==> src/common/fdc_settings.svh <==
/*
 * floppy subsystem build constants:
 * sector size, block count, credit depth, I/O base
 */
`ifndef FDC_SETTINGS_SVH
`define FDC_SETTINGS_SVH

// bytes per sector, kept small for short runs
`define FDC_SECTOR_BYTES 16

// blocks held by the store
`define FDC_BLOCKS 16

// staging depth per direction, also the credit count (power of two)
`define FDC_CREDITS 4

// start of the 16-address controller window
`define FDC_IO_BASE 20'h3F0

`endif

==> src/common/fdc_pkg.sv <==
/*
 * floppy subsystem types:
 * data, block, count and credit widths,
 * result codes, opcodes, engine and store states
 */
`include "fdc_settings.svh"

package fdc_pkg;

   typedef logic [7:0] fdc_byte_t;   // data byte
   typedef logic [7:0] fdc_block_t;  // block number from command byte
   typedef logic [$clog2(`FDC_SECTOR_BYTES + 1)-1:0] fdc_count_t; // 0..sector size
   typedef logic [$clog2(`FDC_CREDITS + 1)-1:0] fdc_credit_t;     // 0..credit depth
   typedef logic [7:0] fdc_status_t; // result byte

   localparam fdc_status_t STAT_OK  = 8'h00; // done
   localparam fdc_status_t STAT_TC  = 8'h40; // cut short by tc
   localparam fdc_status_t STAT_BAD = 8'h80; // bad opcode or dma off

   localparam fdc_byte_t OP_WRITE = 8'h05; // write sector
   localparam fdc_byte_t OP_READ  = 8'h06; // read sector

   // engine FSM
   typedef enum logic [2:0] {E_IDLE, E_ISSUE, E_XFER, E_DRAIN, E_DONE} eng_state_t;

   // block store FSM
   typedef enum logic [1:0] {S_IDLE, S_RD, S_WR} store_state_t;

endpackage

==> src/common/sector_if.sv <==
/*
 * engine to block store link:
 * block request, write bytes, read bytes,
 * credit returns both ways
 */
`timescale 1ns/10ps

interface sector_if import fdc_pkg::*; ();

   logic        req_valid; // block request pending
   logic        req_write; // 1 = write sector
   fdc_block_t  req_block; // block to access
   logic        req_ready; // store can take a request
   logic        wr_valid;  // write byte, spends one credit
   fdc_byte_t   wr_data;   // write byte value
   logic        wr_credit; // store committed one byte
   logic        rd_valid;  // read byte, spends one credit
   fdc_byte_t   rd_data;   // read byte value
   logic        rd_credit; // engine freed one buffer slot

   modport engine (
      output req_valid, req_write, req_block, wr_valid, wr_data, rd_credit,
      input  req_ready, wr_credit, rd_valid, rd_data
   );

   modport store (
      input  req_valid, req_write, req_block, wr_valid, wr_data, rd_credit,
      output req_ready, wr_credit, rd_valid, rd_data
   );

endinterface

==> src/floppy/fdc_regs.sv <==
/*
 * floppy host registers:
 * I/O window decode, DOR, MSR, two-byte command
 * capture, result byte and irq6
 */
`timescale 1ns/10ps
`include "fdc_settings.svh"

module fdc_regs import fdc_pkg::*; (
   input  logic        clk,        // system clock
   input  logic        rst,        // sync reset
   input  logic [19:0] a,          // host address
   input  fdc_byte_t   d_in,       // host write data
   input  logic        ior_n,      // io read strobe
   input  logic        iow_n,      // io write strobe
   input  logic        dack2,      // dma cycle, masks io decode
   input  logic        cmd_busy,   // engine running
   input  logic        cmd_done,   // engine finished, one clock
   input  fdc_status_t cmd_status, // engine result
   output fdc_byte_t   reg_d_out,  // read data, zero when idle
   output logic        reg_d_oe,   // register read in progress
   output logic        irq6,       // interrupt to host
   output logic        cmd_start,  // launch pulse
   output logic        cmd_write,  // 1 = write sector
   output fdc_block_t  cmd_block,  // block for the engine
   output logic        dma_en      // DOR bit 3
);

   localparam logic [19:0] IO_BASE = `FDC_IO_BASE;

   logic        in_range; // a inside the window
   logic        io_rd;    // host register read
   logic        io_wr;    // host register write
   logic [3:0]  offs;     // register offset
   fdc_byte_t   dor;      // digital output register
   fdc_byte_t   opcode;   // first command byte
   logic        have_op;  // opcode in, block byte next
   logic        res_pend; // result not yet read
   fdc_status_t result;   // result byte
   logic        rqm;      // ready for a command byte
   logic        cmd_ok;   // opcode known and dma on
   fdc_byte_t   msr;      // main status

   assign in_range = (a[19:4] == IO_BASE[19:4]);
   assign io_rd    = ~ior_n & ~dack2 & in_range;
   assign io_wr    = ~iow_n & ~dack2 & in_range;
   assign offs     = a[3:0];
   assign dma_en   = dor[3];
   assign rqm      = ~cmd_busy & ~cmd_start & ~res_pend;
   assign cmd_ok   = ((opcode == OP_READ) | (opcode == OP_WRITE)) & dma_en;
   assign msr      = {rqm, 2'b00, cmd_busy | cmd_start, 4'b0000}; // bit7 rqm, bit4 busy

   // read mux, no register between bus and data
   always_comb begin
      reg_d_out = '0;
      if (io_rd) begin
         case (offs)
            4'h2:    reg_d_out = dor;
            4'h4:    reg_d_out = msr;
            4'h5:    reg_d_out = result;
            default: reg_d_out = '0;
         endcase
      end
   end

   assign reg_d_oe = io_rd;

   always_ff @(posedge clk) begin
      if (rst) begin
         dor       <= '0;
         have_op   <= 1'b0;
         res_pend  <= 1'b0;
         irq6      <= 1'b0;
         cmd_start <= 1'b0;
         result    <= STAT_OK;
      end else begin
         cmd_start <= 1'b0; // single clock
         if (io_wr && offs == 4'h2) begin
            dor <= d_in;
         end
         if (io_wr && offs == 4'h5 && rqm) begin
            have_op <= ~have_op;
            if (have_op && cmd_ok) begin
               cmd_start <= 1'b1;
            end else if (have_op) begin
               result   <= STAT_BAD; // rejected before the engine
               res_pend <= 1'b1;
               irq6     <= 1'b1;
            end
         end
         if (cmd_done) begin
            result   <= cmd_status;
            res_pend <= 1'b1;
            irq6     <= 1'b1; // one clock after done
         end
         if (io_rd && offs == 4'h5 && res_pend) begin
            res_pend <= 1'b0;
            irq6     <= 1'b0;
         end
      end
   end

   // command bytes
   always_ff @(posedge clk) begin
      if (io_wr && offs == 4'h5 && rqm) begin
         if (!have_op) begin
            opcode <= d_in;
         end else begin
            cmd_block <= d_in;
            cmd_write <= (opcode == OP_WRITE);
         end
      end
   end

endmodule

==> src/floppy/sector_engine.sv <==
/*
 * sector transfer engine:
 * block request, DMA byte handshake on channel 2,
 * read buffer, credit accounting, tc abort
 */
`timescale 1ns/10ps
`include "fdc_settings.svh"

module sector_engine import fdc_pkg::*; (
   input  logic        clk,        // system clock
   input  logic        rst,        // sync reset
   input  logic        cmd_start,  // launch pulse
   input  logic        cmd_write,  // 1 = write sector
   input  fdc_block_t  cmd_block,  // block to access
   input  logic        dma_en,     // DOR dma gate
   input  logic        dack2,      // dma acknowledge
   input  logic        tc,         // terminal count
   input  logic        ior_n,      // dma read strobe
   input  logic        iow_n,      // dma write strobe
   input  fdc_byte_t   d_in,       // dma write data
   output logic        cmd_busy,   // command running
   output logic        cmd_done,   // one clock at end
   output fdc_status_t cmd_status, // result for the regs
   output logic        drq2,       // dma request
   output fdc_byte_t   dma_d_out,  // dma read data, zero when idle
   output logic        dma_d_oe,   // dma read in progress
   sector_if.engine    sif         // link to block store
);

   localparam fdc_count_t  SECT = fdc_count_t'(`FDC_SECTOR_BYTES);
   localparam fdc_count_t  LAST = fdc_count_t'(`FDC_SECTOR_BYTES - 1);
   localparam fdc_credit_t CRED = fdc_credit_t'(`FDC_CREDITS);
   localparam int          PW   = $clog2(`FDC_CREDITS); // buffer pointer width

   eng_state_t    state;
   logic          wr_mode;             // current command writes
   fdc_block_t    blk;                 // latched block
   logic          aborted;             // tc came early
   fdc_count_t    xfer_cnt;            // dma bytes moved
   fdc_count_t    rx_cnt;              // bytes received from store
   fdc_credit_t   wr_cred;             // write credits held
   fdc_byte_t     rbuf [`FDC_CREDITS]; // read buffer
   logic [PW-1:0] rbuf_wp;
   logic [PW-1:0] rbuf_rp;
   fdc_credit_t   rbuf_fill;
   logic          dma_byte;            // strobe with dack2
   logic          take;                // byte accepted this clock
   logic          wr_take;
   logic          rd_pop;              // buffer slot freed
   logic          drain_done;

   assign dma_byte = dack2 & (wr_mode ? ~iow_n : ~ior_n);
   assign take     = dma_byte & drq2;
   assign wr_take  = take & wr_mode;
   assign drq2     = (state == E_XFER) & dma_en &
                     (wr_mode ? (wr_cred != '0) : (rbuf_fill != '0));
   assign rd_pop   = ~wr_mode & (take | ((state == E_DRAIN) & (rbuf_fill != '0)));

   // write: all credits back; read: store paid up and buffer flushed
   assign drain_done = wr_mode ? (wr_cred == CRED) : ((rx_cnt == SECT) & (rbuf_fill == '0));

   assign cmd_busy      = (state != E_IDLE);
   assign cmd_done      = (state == E_DONE);
   assign cmd_status    = aborted ? STAT_TC : STAT_OK;
   assign dma_d_oe      = dack2 & ~ior_n & ~wr_mode & (state == E_XFER);
   assign dma_d_out     = dma_d_oe ? rbuf[rbuf_rp] : '0;
   assign sif.req_valid = (state == E_ISSUE);
   assign sif.req_write = wr_mode;
   assign sif.req_block = blk;

   always_ff @(posedge clk) begin
      if (rst) begin
         state         <= E_IDLE;
         wr_mode       <= 1'b0;
         aborted       <= 1'b0;
         xfer_cnt      <= '0;
         rx_cnt        <= '0;
         wr_cred       <= CRED;
         rbuf_wp       <= '0;
         rbuf_rp       <= '0;
         rbuf_fill     <= '0;
         sif.wr_valid  <= 1'b0;
         sif.rd_credit <= 1'b0;
      end else begin
         case (state)
            E_IDLE: if (cmd_start) begin
               state    <= E_ISSUE;
               wr_mode  <= cmd_write;
               aborted  <= 1'b0;
               xfer_cnt <= '0;
               rx_cnt   <= '0;
            end
            E_ISSUE: if (sif.req_ready) state <= E_XFER;
            E_XFER: if (take) begin
               xfer_cnt <= xfer_cnt + 1'b1;
               if (xfer_cnt == LAST) begin
                  state <= E_DRAIN;
               end else if (tc) begin
                  aborted <= 1'b1; // early tc
                  state   <= E_DRAIN;
               end
            end
            E_DRAIN: if (drain_done) state <= E_DONE;
            E_DONE:  state <= E_IDLE;
            default: state <= E_IDLE;
         endcase
         if (sif.rd_valid) rx_cnt <= rx_cnt + 1'b1;
         sif.wr_valid  <= wr_take;
         sif.rd_credit <= rd_pop; // one credit per slot freed
         wr_cred   <= wr_cred - fdc_credit_t'(wr_take) + fdc_credit_t'(sif.wr_credit);
         if (sif.rd_valid) rbuf_wp <= rbuf_wp + 1'b1;
         if (rd_pop) rbuf_rp <= rbuf_rp + 1'b1;
         rbuf_fill <= rbuf_fill + fdc_credit_t'(sif.rd_valid) - fdc_credit_t'(rd_pop);
      end
   end

   always_ff @(posedge clk) begin
      if (state == E_IDLE && cmd_start) blk <= cmd_block;
      if (wr_take) sif.wr_data <= d_in;
      if (sif.rd_valid) rbuf[rbuf_wp] <= sif.rd_data;
   end

endmodule

==> src/sdcard/sd_block_store.sv <==
/*
 * sd card stand-in:
 * block RAM behind a write staging FIFO,
 * read streaming under credit
 */
`timescale 1ns/10ps
`include "fdc_settings.svh"

module sd_block_store import fdc_pkg::*; (
   input  logic     clk, // system clock
   input  logic     rst, // sync reset
   sector_if.store  sif  // link to engine
);

   localparam int          DEPTH    = `FDC_BLOCKS * `FDC_SECTOR_BYTES;
   localparam int          AW       = $clog2(DEPTH);
   localparam int          IW       = $clog2(`FDC_SECTOR_BYTES); // byte index width
   localparam int          PW       = $clog2(`FDC_CREDITS);
   localparam logic [IW-1:0] LAST_IDX = IW'(`FDC_SECTOR_BYTES - 1);
   localparam fdc_credit_t CRED     = fdc_credit_t'(`FDC_CREDITS);

   store_state_t   state;
   fdc_byte_t      mem [DEPTH];           // block RAM
   fdc_byte_t      stage [`FDC_CREDITS];  // write staging FIFO
   logic [PW-1:0]  st_wp;
   logic [PW-1:0]  st_rp;
   fdc_credit_t    st_fill;
   logic [AW-IW-1:0] blk;                 // block, low bits only
   logic [IW-1:0]  idx;                   // byte within block
   fdc_credit_t    rd_cred;               // read credits held
   logic           commit;                // FIFO head into RAM
   logic           send;                  // RAM byte out
   logic           accept;                // request taken
   logic [AW-1:0]  addr;

   assign addr   = {blk, idx}; // sizes are powers of two
   assign commit = (state == S_WR) & (st_fill != '0);
   assign send   = (state == S_RD) & (rd_cred != '0);
   // after an abort WR never finishes, so take the next request once drained
   assign sif.req_ready = (state == S_IDLE) |
                          ((state == S_WR) & (st_fill == '0) & ~sif.wr_valid);
   assign accept = sif.req_valid & sif.req_ready;

   always_ff @(posedge clk) begin
      if (rst) begin
         state         <= S_IDLE;
         idx           <= '0;
         st_wp         <= '0;
         st_rp         <= '0;
         st_fill       <= '0;
         rd_cred       <= CRED;
         sif.rd_valid  <= 1'b0;
         sif.wr_credit <= 1'b0;
      end else begin
         sif.rd_valid  <= send;
         sif.wr_credit <= commit; // credit back per committed byte
         if (accept) begin
            state <= sif.req_write ? S_WR : S_RD;
            idx   <= '0;
         end else if (commit || send) begin
            idx <= idx + 1'b1;
            if (idx == LAST_IDX) state <= S_IDLE;
         end
         if (sif.wr_valid) st_wp <= st_wp + 1'b1;
         if (commit) st_rp <= st_rp + 1'b1;
         st_fill <= st_fill + fdc_credit_t'(sif.wr_valid) - fdc_credit_t'(commit);
         rd_cred <= rd_cred - fdc_credit_t'(send) + fdc_credit_t'(sif.rd_credit);
      end
   end

   always_ff @(posedge clk) begin
      if (accept) blk <= sif.req_block[AW-IW-1:0];
      if (sif.wr_valid) stage[st_wp] <= sif.wr_data;
      if (commit) mem[addr] <= stage[st_rp];
      if (send) sif.rd_data <= mem[addr];
   end

endmodule

==> src/rtl/fdc.sv <==
/*
 * floppy controller top:
 * ISA I/O and DMA channel 2 pins,
 * registers, sector engine, block store
 */
`timescale 1ns/10ps

module fdc import fdc_pkg::*; (
   input  logic        clk,   // system clock
   input  logic        rst,   // sync reset
   input  logic [19:0] a,     // address
   input  fdc_byte_t   d_in,  // data from host
   input  logic        ior_n, // io read
   input  logic        iow_n, // io write
   input  logic        dack2, // dma acknowledge 2
   input  logic        tc,    // terminal count
   output fdc_byte_t   d_out, // data to host
   output logic        d_oe,  // drive d_out
   output logic        irq6,  // irq number 6
   output logic        drq2   // drq number 2
);

   logic        cmd_start;  // regs to engine
   logic        cmd_write;
   fdc_block_t  cmd_block;
   logic        dma_en;
   logic        cmd_busy;   // engine to regs
   logic        cmd_done;
   fdc_status_t cmd_status;
   fdc_byte_t   reg_d_out;  // register read source
   logic        reg_d_oe;
   fdc_byte_t   dma_d_out;  // dma read source
   logic        dma_d_oe;

   sector_if sif_i ();

   // dack2 keeps the two sources apart, each is zero when idle
   assign d_out = reg_d_out | dma_d_out;
   assign d_oe  = reg_d_oe | dma_d_oe;

   fdc_regs regs_i (
      .clk        (clk),
      .rst        (rst),
      .a          (a),
      .d_in       (d_in),
      .ior_n      (ior_n),
      .iow_n      (iow_n),
      .dack2      (dack2),
      .cmd_busy   (cmd_busy),
      .cmd_done   (cmd_done),
      .cmd_status (cmd_status),
      .reg_d_out  (reg_d_out),
      .reg_d_oe   (reg_d_oe),
      .irq6       (irq6),
      .cmd_start  (cmd_start),
      .cmd_write  (cmd_write),
      .cmd_block  (cmd_block),
      .dma_en     (dma_en)
   );

   sector_engine eng_i (
      .clk        (clk),
      .rst        (rst),
      .cmd_start  (cmd_start),
      .cmd_write  (cmd_write),
      .cmd_block  (cmd_block),
      .dma_en     (dma_en),
      .dack2      (dack2),
      .tc         (tc),
      .ior_n      (ior_n),
      .iow_n      (iow_n),
      .d_in       (d_in),
      .cmd_busy   (cmd_busy),
      .cmd_done   (cmd_done),
      .cmd_status (cmd_status),
      .drq2       (drq2),
      .dma_d_out  (dma_d_out),
      .dma_d_oe   (dma_d_oe),
      .sif        (sif_i.engine)
   );

   sd_block_store store_i (
      .clk (clk),
      .rst (rst),
      .sif (sif_i.store)
   );

endmodule

==> config.mk <==
export PLATFORM = sky130hd
export DESIGN_NAME = fdc
export DESIGN_NICKNAME = d
export VERILOG_FILES = /design/src/common/fdc_pkg.sv /design/src/common/sector_if.sv /design/src/floppy/fdc_regs.sv /design/src/floppy/sector_engine.sv /design/src/sdcard/sd_block_store.sv /design/src/rtl/fdc.sv
export VERILOG_INCLUDE_DIRS = /design/src /design/src/common
export SDC_FILE = /design/constraint.sdc
export NUM_CORES = 2
export LEC_CHECK = 0
export BUFFER_PORTS_ARGS = -buffer_cell sky130_fd_sc_hd__buf_4
export CAP_MARGIN = 30
export CORE_MARGIN = 4
export CORE_UTILIZATION = 63
export DETAILED_ROUTE_END_ITERATION = 7
export PLACE_DENSITY = 0.83
export SYNTH_ARGS = -nofsm -noshare
export SYNTH_HDL_FRONTEND = slang
export SYNTH_HIERARCHICAL = 1
export SYNTH_SLANG_ARGS = --single-unit
export TNS_END_PERCENT = 20
==> constraint.sdc <==
create_clock -name clk -period 4.4 [get_ports clk]
set_clock_uncertainty 0.05 [all_clocks]
set_input_delay 0.22 -clock clk [delete_from_list [all_inputs] [get_ports clk]]
set_output_delay 0.22 -clock clk [all_outputs]
set_load 0.02 [all_outputs]
# Yosys cells after proc, flatten, opt, wreduce, memory -nomap -nowiden
# Memory sizes are Yosys's and may differ from the RTL's. A register that Yosys moved wholly into a read port is not among the register bits.
# Cells that the tools add are included.
[totals]
output_inout_bits = 11
register_bits = 93
inputBits = 34
mem_count = 3
ramBits = 2112
wordCells = 194
[op_classes]
n_mux = 47
reduce_logical = 36
add_sub_neg = 15
bitwise = 39
eq_ne = 24
[mem_list]
columns = ["memory", "words", "word_bits", "read_ports", "rd_ports_with_merged_regs", "write_ports", "line", "source"]
rows = [
  ["store_i.mem", 256, 8, 1, 1, 1, "sd_block_store.sv:23", "fdc_byte_t mem [DEPTH];"],
  ["eng_i.rbuf", 4, 8, 1, 1, 1, "sector_engine.sv:42", "fdc_byte_t rbuf [`FDC_CREDITS];"],
  ["store_i.stage", 4, 8, 1, 1, 1, "sd_block_store.sv:24", "fdc_byte_t stage [`FDC_CREDITS];"],
]
[op_table]
columns = ["op", "n"]
rows = [
  ["8-bit 2-to-1 mux", 6],
  ["8-bit case mux with 3 select lines", 1],
  ["1-bit AND", 23],
  ["5-bit 2-to-1 mux", 4],
  ["1-bit 2-to-1 mux", 18],
  ["3-bit 2-to-1 mux", 6],
  ["16-bit by 6-bit equality test with 1-bit output, second input constant", 1],
  ["8-bit by 3-bit equality test with 1-bit output, second input constant", 2],
  ["2-bit 2-to-1 mux", 8],
  ["3-bit nonzero test", 5],
  ["2-bit nonzero test", 7],
  ["3-bit by 1-bit adder with 3-bit output", 4],
  ["3-bit case mux with 4 select lines", 1],
  ["3-bit by 1-bit subtractor with 3-bit output", 4],
  ["5-bit by 1-bit adder with 5-bit output, second input constant", 2],
  ["2-bit inequality test, second input constant", 5],
  ["1-bit NOT", 10],
  ["5-bit case mux with 2 select lines", 1],
  ["2-bit AND reduction", 5],
  ["5-bit AND reduction", 2],
  ["3-bit zero test", 3],
  ["2-bit by 1-bit adder with 2-bit output, second input constant", 4],
  ["4-bit by 3-bit equality test with 1-bit output, second input constant", 2],
  ["8-bit OR", 1],
  ["other kinds (20)", 36],
]

# Depth between registers and ports, before layout
[depth]
word_depth = 8
mapped_depth = 14
depth_no_buf = 13

# By module
# The synthesis kept the hierarchy.
[by_module_without_submodules]
columns = ["mod", "area_each_um2", "cells_per_inst", "seq_area_each_um2", "n_inst"]
rows = [
  ["sd_block_store", 80571.0, 3667, 63220.6, 1],
  ["sector_engine", 3364.5, 258, 2021.9, 1],
  ["fdc_regs", 1607.8, 146, 890.9, 1],
  ["fdc", 56.3, 9, 0.0, 1],
]

# Worst setup path after synthesis
# OpenSTA, ideal clock, no wires.
[synth_timing]
path_kind = "reg2reg"
startpoint = "register (tool-made name)"
endpoint = "memory store_i/mem[0][0] in the netlist's numbering (data pin)"
setup_slack_ns = 1.094
setup_ns = 0.551
path_buffers = 1
period_less_slack_ns = 3.306
arrival_ns = 2.704
path_stages_with_launch = 3
cell_sequence = "dfxtp_1 clkbuf_1 mux4_2"
[synth_rtl]
columns = ["item", "line"]
rows = [
  ["to (decl)", "sd_block_store.sv:23"],
]

==> impl_metrics.py <==
metrics = {
    "floorplanning": {
        "start_util_pct": 63.72,
        "die_y_microns": 376.1,
        "core-area_sq_um": 134000,
        "die-area_sq_um": 141400,
        "die_w_microns": 376.1,
        "num_rows": 134,
        "io-pin-count": 45,
    },
    "setup_path": {
        "cp-start-kind": "register",
        "cp_cell_sequence": "buf_12 > buf_12 > mux4_2 > a22oi_1 > a21oi_1 > o41ai_1 > buf_2 > nand4_1",
        "cp_common_cell": "buf_12",
        "cp_max_fo": 37,
        "required_ns": 4.93,
        "crit-reg2reg-capture": "store_i/sif.rd_data[0]",
        "r2r_slack_ns": 0.22,
        "end_kind": "register",
        "reg2reg_depth": 8,
        "crit_arrival_ns": 4.70,
        "crit_family": "compound AO/OA/AOI/OAI gates",
        "path_buf_inv": 3,
        "cpMaxStageDelayCell": "dfxtp_4",
        "rr_startpoint": "store_i/idx[0]",
        "critical_path.max_stage_delay_ns": 0.94,
        "critical_path_class": "reg -> reg",
    },
    "logic_synthesis": {
        "synth_warnings": 6,
        "netlist_area_sq_um": 85360,
        "postSynthAreaPerCell_sq_um": 20.96,
        "synthCells": 4072,
    },
    "clock_network": {
        "cts_max_path_buffers": 3,
        "root_buffer": "clkbuf_16",
        "cts_tree": "yes",
        "cts_sinks": 2217,
        "clk_pin_slew_worst_paths_ns": 0.06,
        "insertion_delay_ns": 0.84,
        "cts_setup_buffers": 0,
        "cts_made_buffers": 203,
        "htree_levels": 4,
    },
    "global_route": {
        "grtUsageTotal_pct": 32.11,
        "grt_max_degree": 257,
        "first_global_vias": 46440,
        "antenna_found_initial": 9,
        "grt_overflow_total": 0,
        "grt_pass1_wl_mm": 327.9,
    },
    "detailed_routing": {
        "via_per_inst": 7.238,
        "detail_route.wirelength_mm": 223.1,
        "ant_nets": 0,
        "route.detailed.drc": 0,
        "num_vias": 45570,
        "first_pass_iters": 8,
        "wl_per_cell_microns": 35.44,
        "drt_iter0_drc": 7994,
    },
    "cells_and_area": {
        "layout_commonest_cell": "edfxtp_1",
        "regArea_sq_um": 65900,
        "multi_input_area_sq_um": 18340,
        "syn_to_final_growth_pct": 12.34,
        "fillCellCount": 6905,
        "fin_nets": 4421,
        "drive_above_1_share_pct": 25.28,
        "most-common-layout-cells": "edfxtp_1 (2149), mux4_2 (520), nor2_1 (288)",
    },
    "sta": {
        "tightest_slew_ns": 1.656,
        "hold_viol": 0,
        "rsz0062_at_grt": "no",
        "setup_viol": 0,
        "slew_viol_final": 130,
        "holdWs_ns": 0.08193,
        "fin_crit_sh_pct": 94.92,
        "fmax_ghz": 0.2394,
        "fin_crit_ns": 4.176,
        "fin_setup_tns_ns": 0,
        "relSlewSlack_pct": -10.43,
    },
    "outcome": {
        "violations": "max-slew violations",
        "status": "finished with violations",
    },
    "placed_design": {
        "io_buffers": 44,
        "place_hpwl_mm": 119.8,
        "globalplace.congestion": 0.8571,
    },
    "hold_path": {
        "holdPathEnd": "eng_i/sif.wr_data[5]",
        "hold_depth": 2,
        "hold_class": "in -> reg",
        "hp-start": "d_in[5]",
    },
    "power": {
        "power_density_nw_per_um2": 467.8,
        "p_leak_nw": 29.29,
        "irDropWorstVdd_v": 0.0003253,
    },
    "run": {
        "drv_cap": 0,
    },
}
[worst register-to-register path, stage by stage (launching register included)]
cell and delay, ns:
dfxtp_4 0.94, buf_12 0.32, buf_12 0.34, mux4_2 0.61
a22oi_1 0.30, a21oi_1 0.18, o41ai_1 0.74, buf_2 0.31
nand4_1 0.12
[stage by stage]
stage | worst slack (ns) | util, % | std cells | cell area, sq um | power, W
after floorplan | 1.094 | - | 4078 | 85380 | 0.02677
after global placement | -0.03552 | 66.61 | 5884 | 89230 | 0.02806
after detailed placement | 0.1762 | 66.67 | 5891 | 89310 | 0.02817
after CTS | 0.1463 | 71.55 | 6290 | 95850 | 0.04490
after global routing | 0.07603 | 71.58 | 6293 | 95880 | 0.04615
final | 0.2237 | 71.58 | 6296 | 95890 | 0.04485
[routing by layer]
| layer | share of wire (%) | routed length (microns) | GRT usage, % |
|---|---|---|---|
| met5 | 0.018 | 40 | 0 |
| met4 | 6.0 | 13340 | 15.90 |
| met3 | 13 | 28570 | 7.672 |
| met2 | 48 | 108100 | 50.60 |
| met1 | 33 | 73020 | 43.02 |
[registers in the layout, summed over array words and instances, names as in the netlist, 2 cells and up, named ones only]
signal,count
store_i/idx,4
store_i/st_wp,2
regs_i/result,8
eng_i/xfer_cnt,5
store_i/st_rp,2
eng_i/rx_cnt,5
store_i/stage,32
eng_i/sif.req_block,4
eng_i/state,3
regs_i/cmd_block,4
eng_i/sif.wr_data,8
store_i/st_fill,3
eng_i/rbuf_wp,2
regs_i/dor,8
store_i/rd_cred,3
store_i/blk,4
store_i/state,2
eng_i/rbuf,32
eng_i/wr_cred,3
eng_i/rbuf_fill,3
regs_i/opcode,8
store_i/mem,2048
eng_i/rbuf_rp,2
store_i/sif.rd_data,8
[worst max path at each step]
stage / from / end / slack [ns] / cells after the start
final: store_i/idx[0] / store_i/sif.rd_data[0] / 0.22 / 8
after global routing: store_i/idx[0] / store_i/sif.rd_data[5] / 0.08 / 7
after CTS: store_i/idx[0] / store_i/sif.rd_data[6] / 0.15 / 7
after detailed placement: store_i/idx[0] / store_i/sif.rd_data[6] / 0.18 / 7
after global placement: store_i/idx[0] / store_i/sif.rd_data[0] / -0.04 / 7
after floorplan: register / store_i/mem[0][0] / 1.09 / 2
[layout make-up]
cell class,instances,share of cell area (%)
Antenna cell,3,0.007829
Clock buffer,258,5.556
Clock inverter,113,0.9656
Inverter,35,0.1370
Multi-Input combinational cell,1572,19.13
Sequential cell,2217,68.72
Tap cell,1768,2.307
Timing Repair Buffer,330,3.173
[power breakdown]
| part | internal (W) | switching (W) |
|---|---|---|
| clock | 0.00922 | 0.00772 |
| sequential | 0.0229 | 0.000217 |
| combinational | 0.00232 | 0.00249 |
| total | 0.0344 | 0.0104 |
[what timing repair did]
item / CTS / global route
gates resized for setup: 0 / 0
hold endpoints to repair: 85 / 0
hold buffers: 28 / 0
No activity file was read; power rests on OpenSTA's default activity.
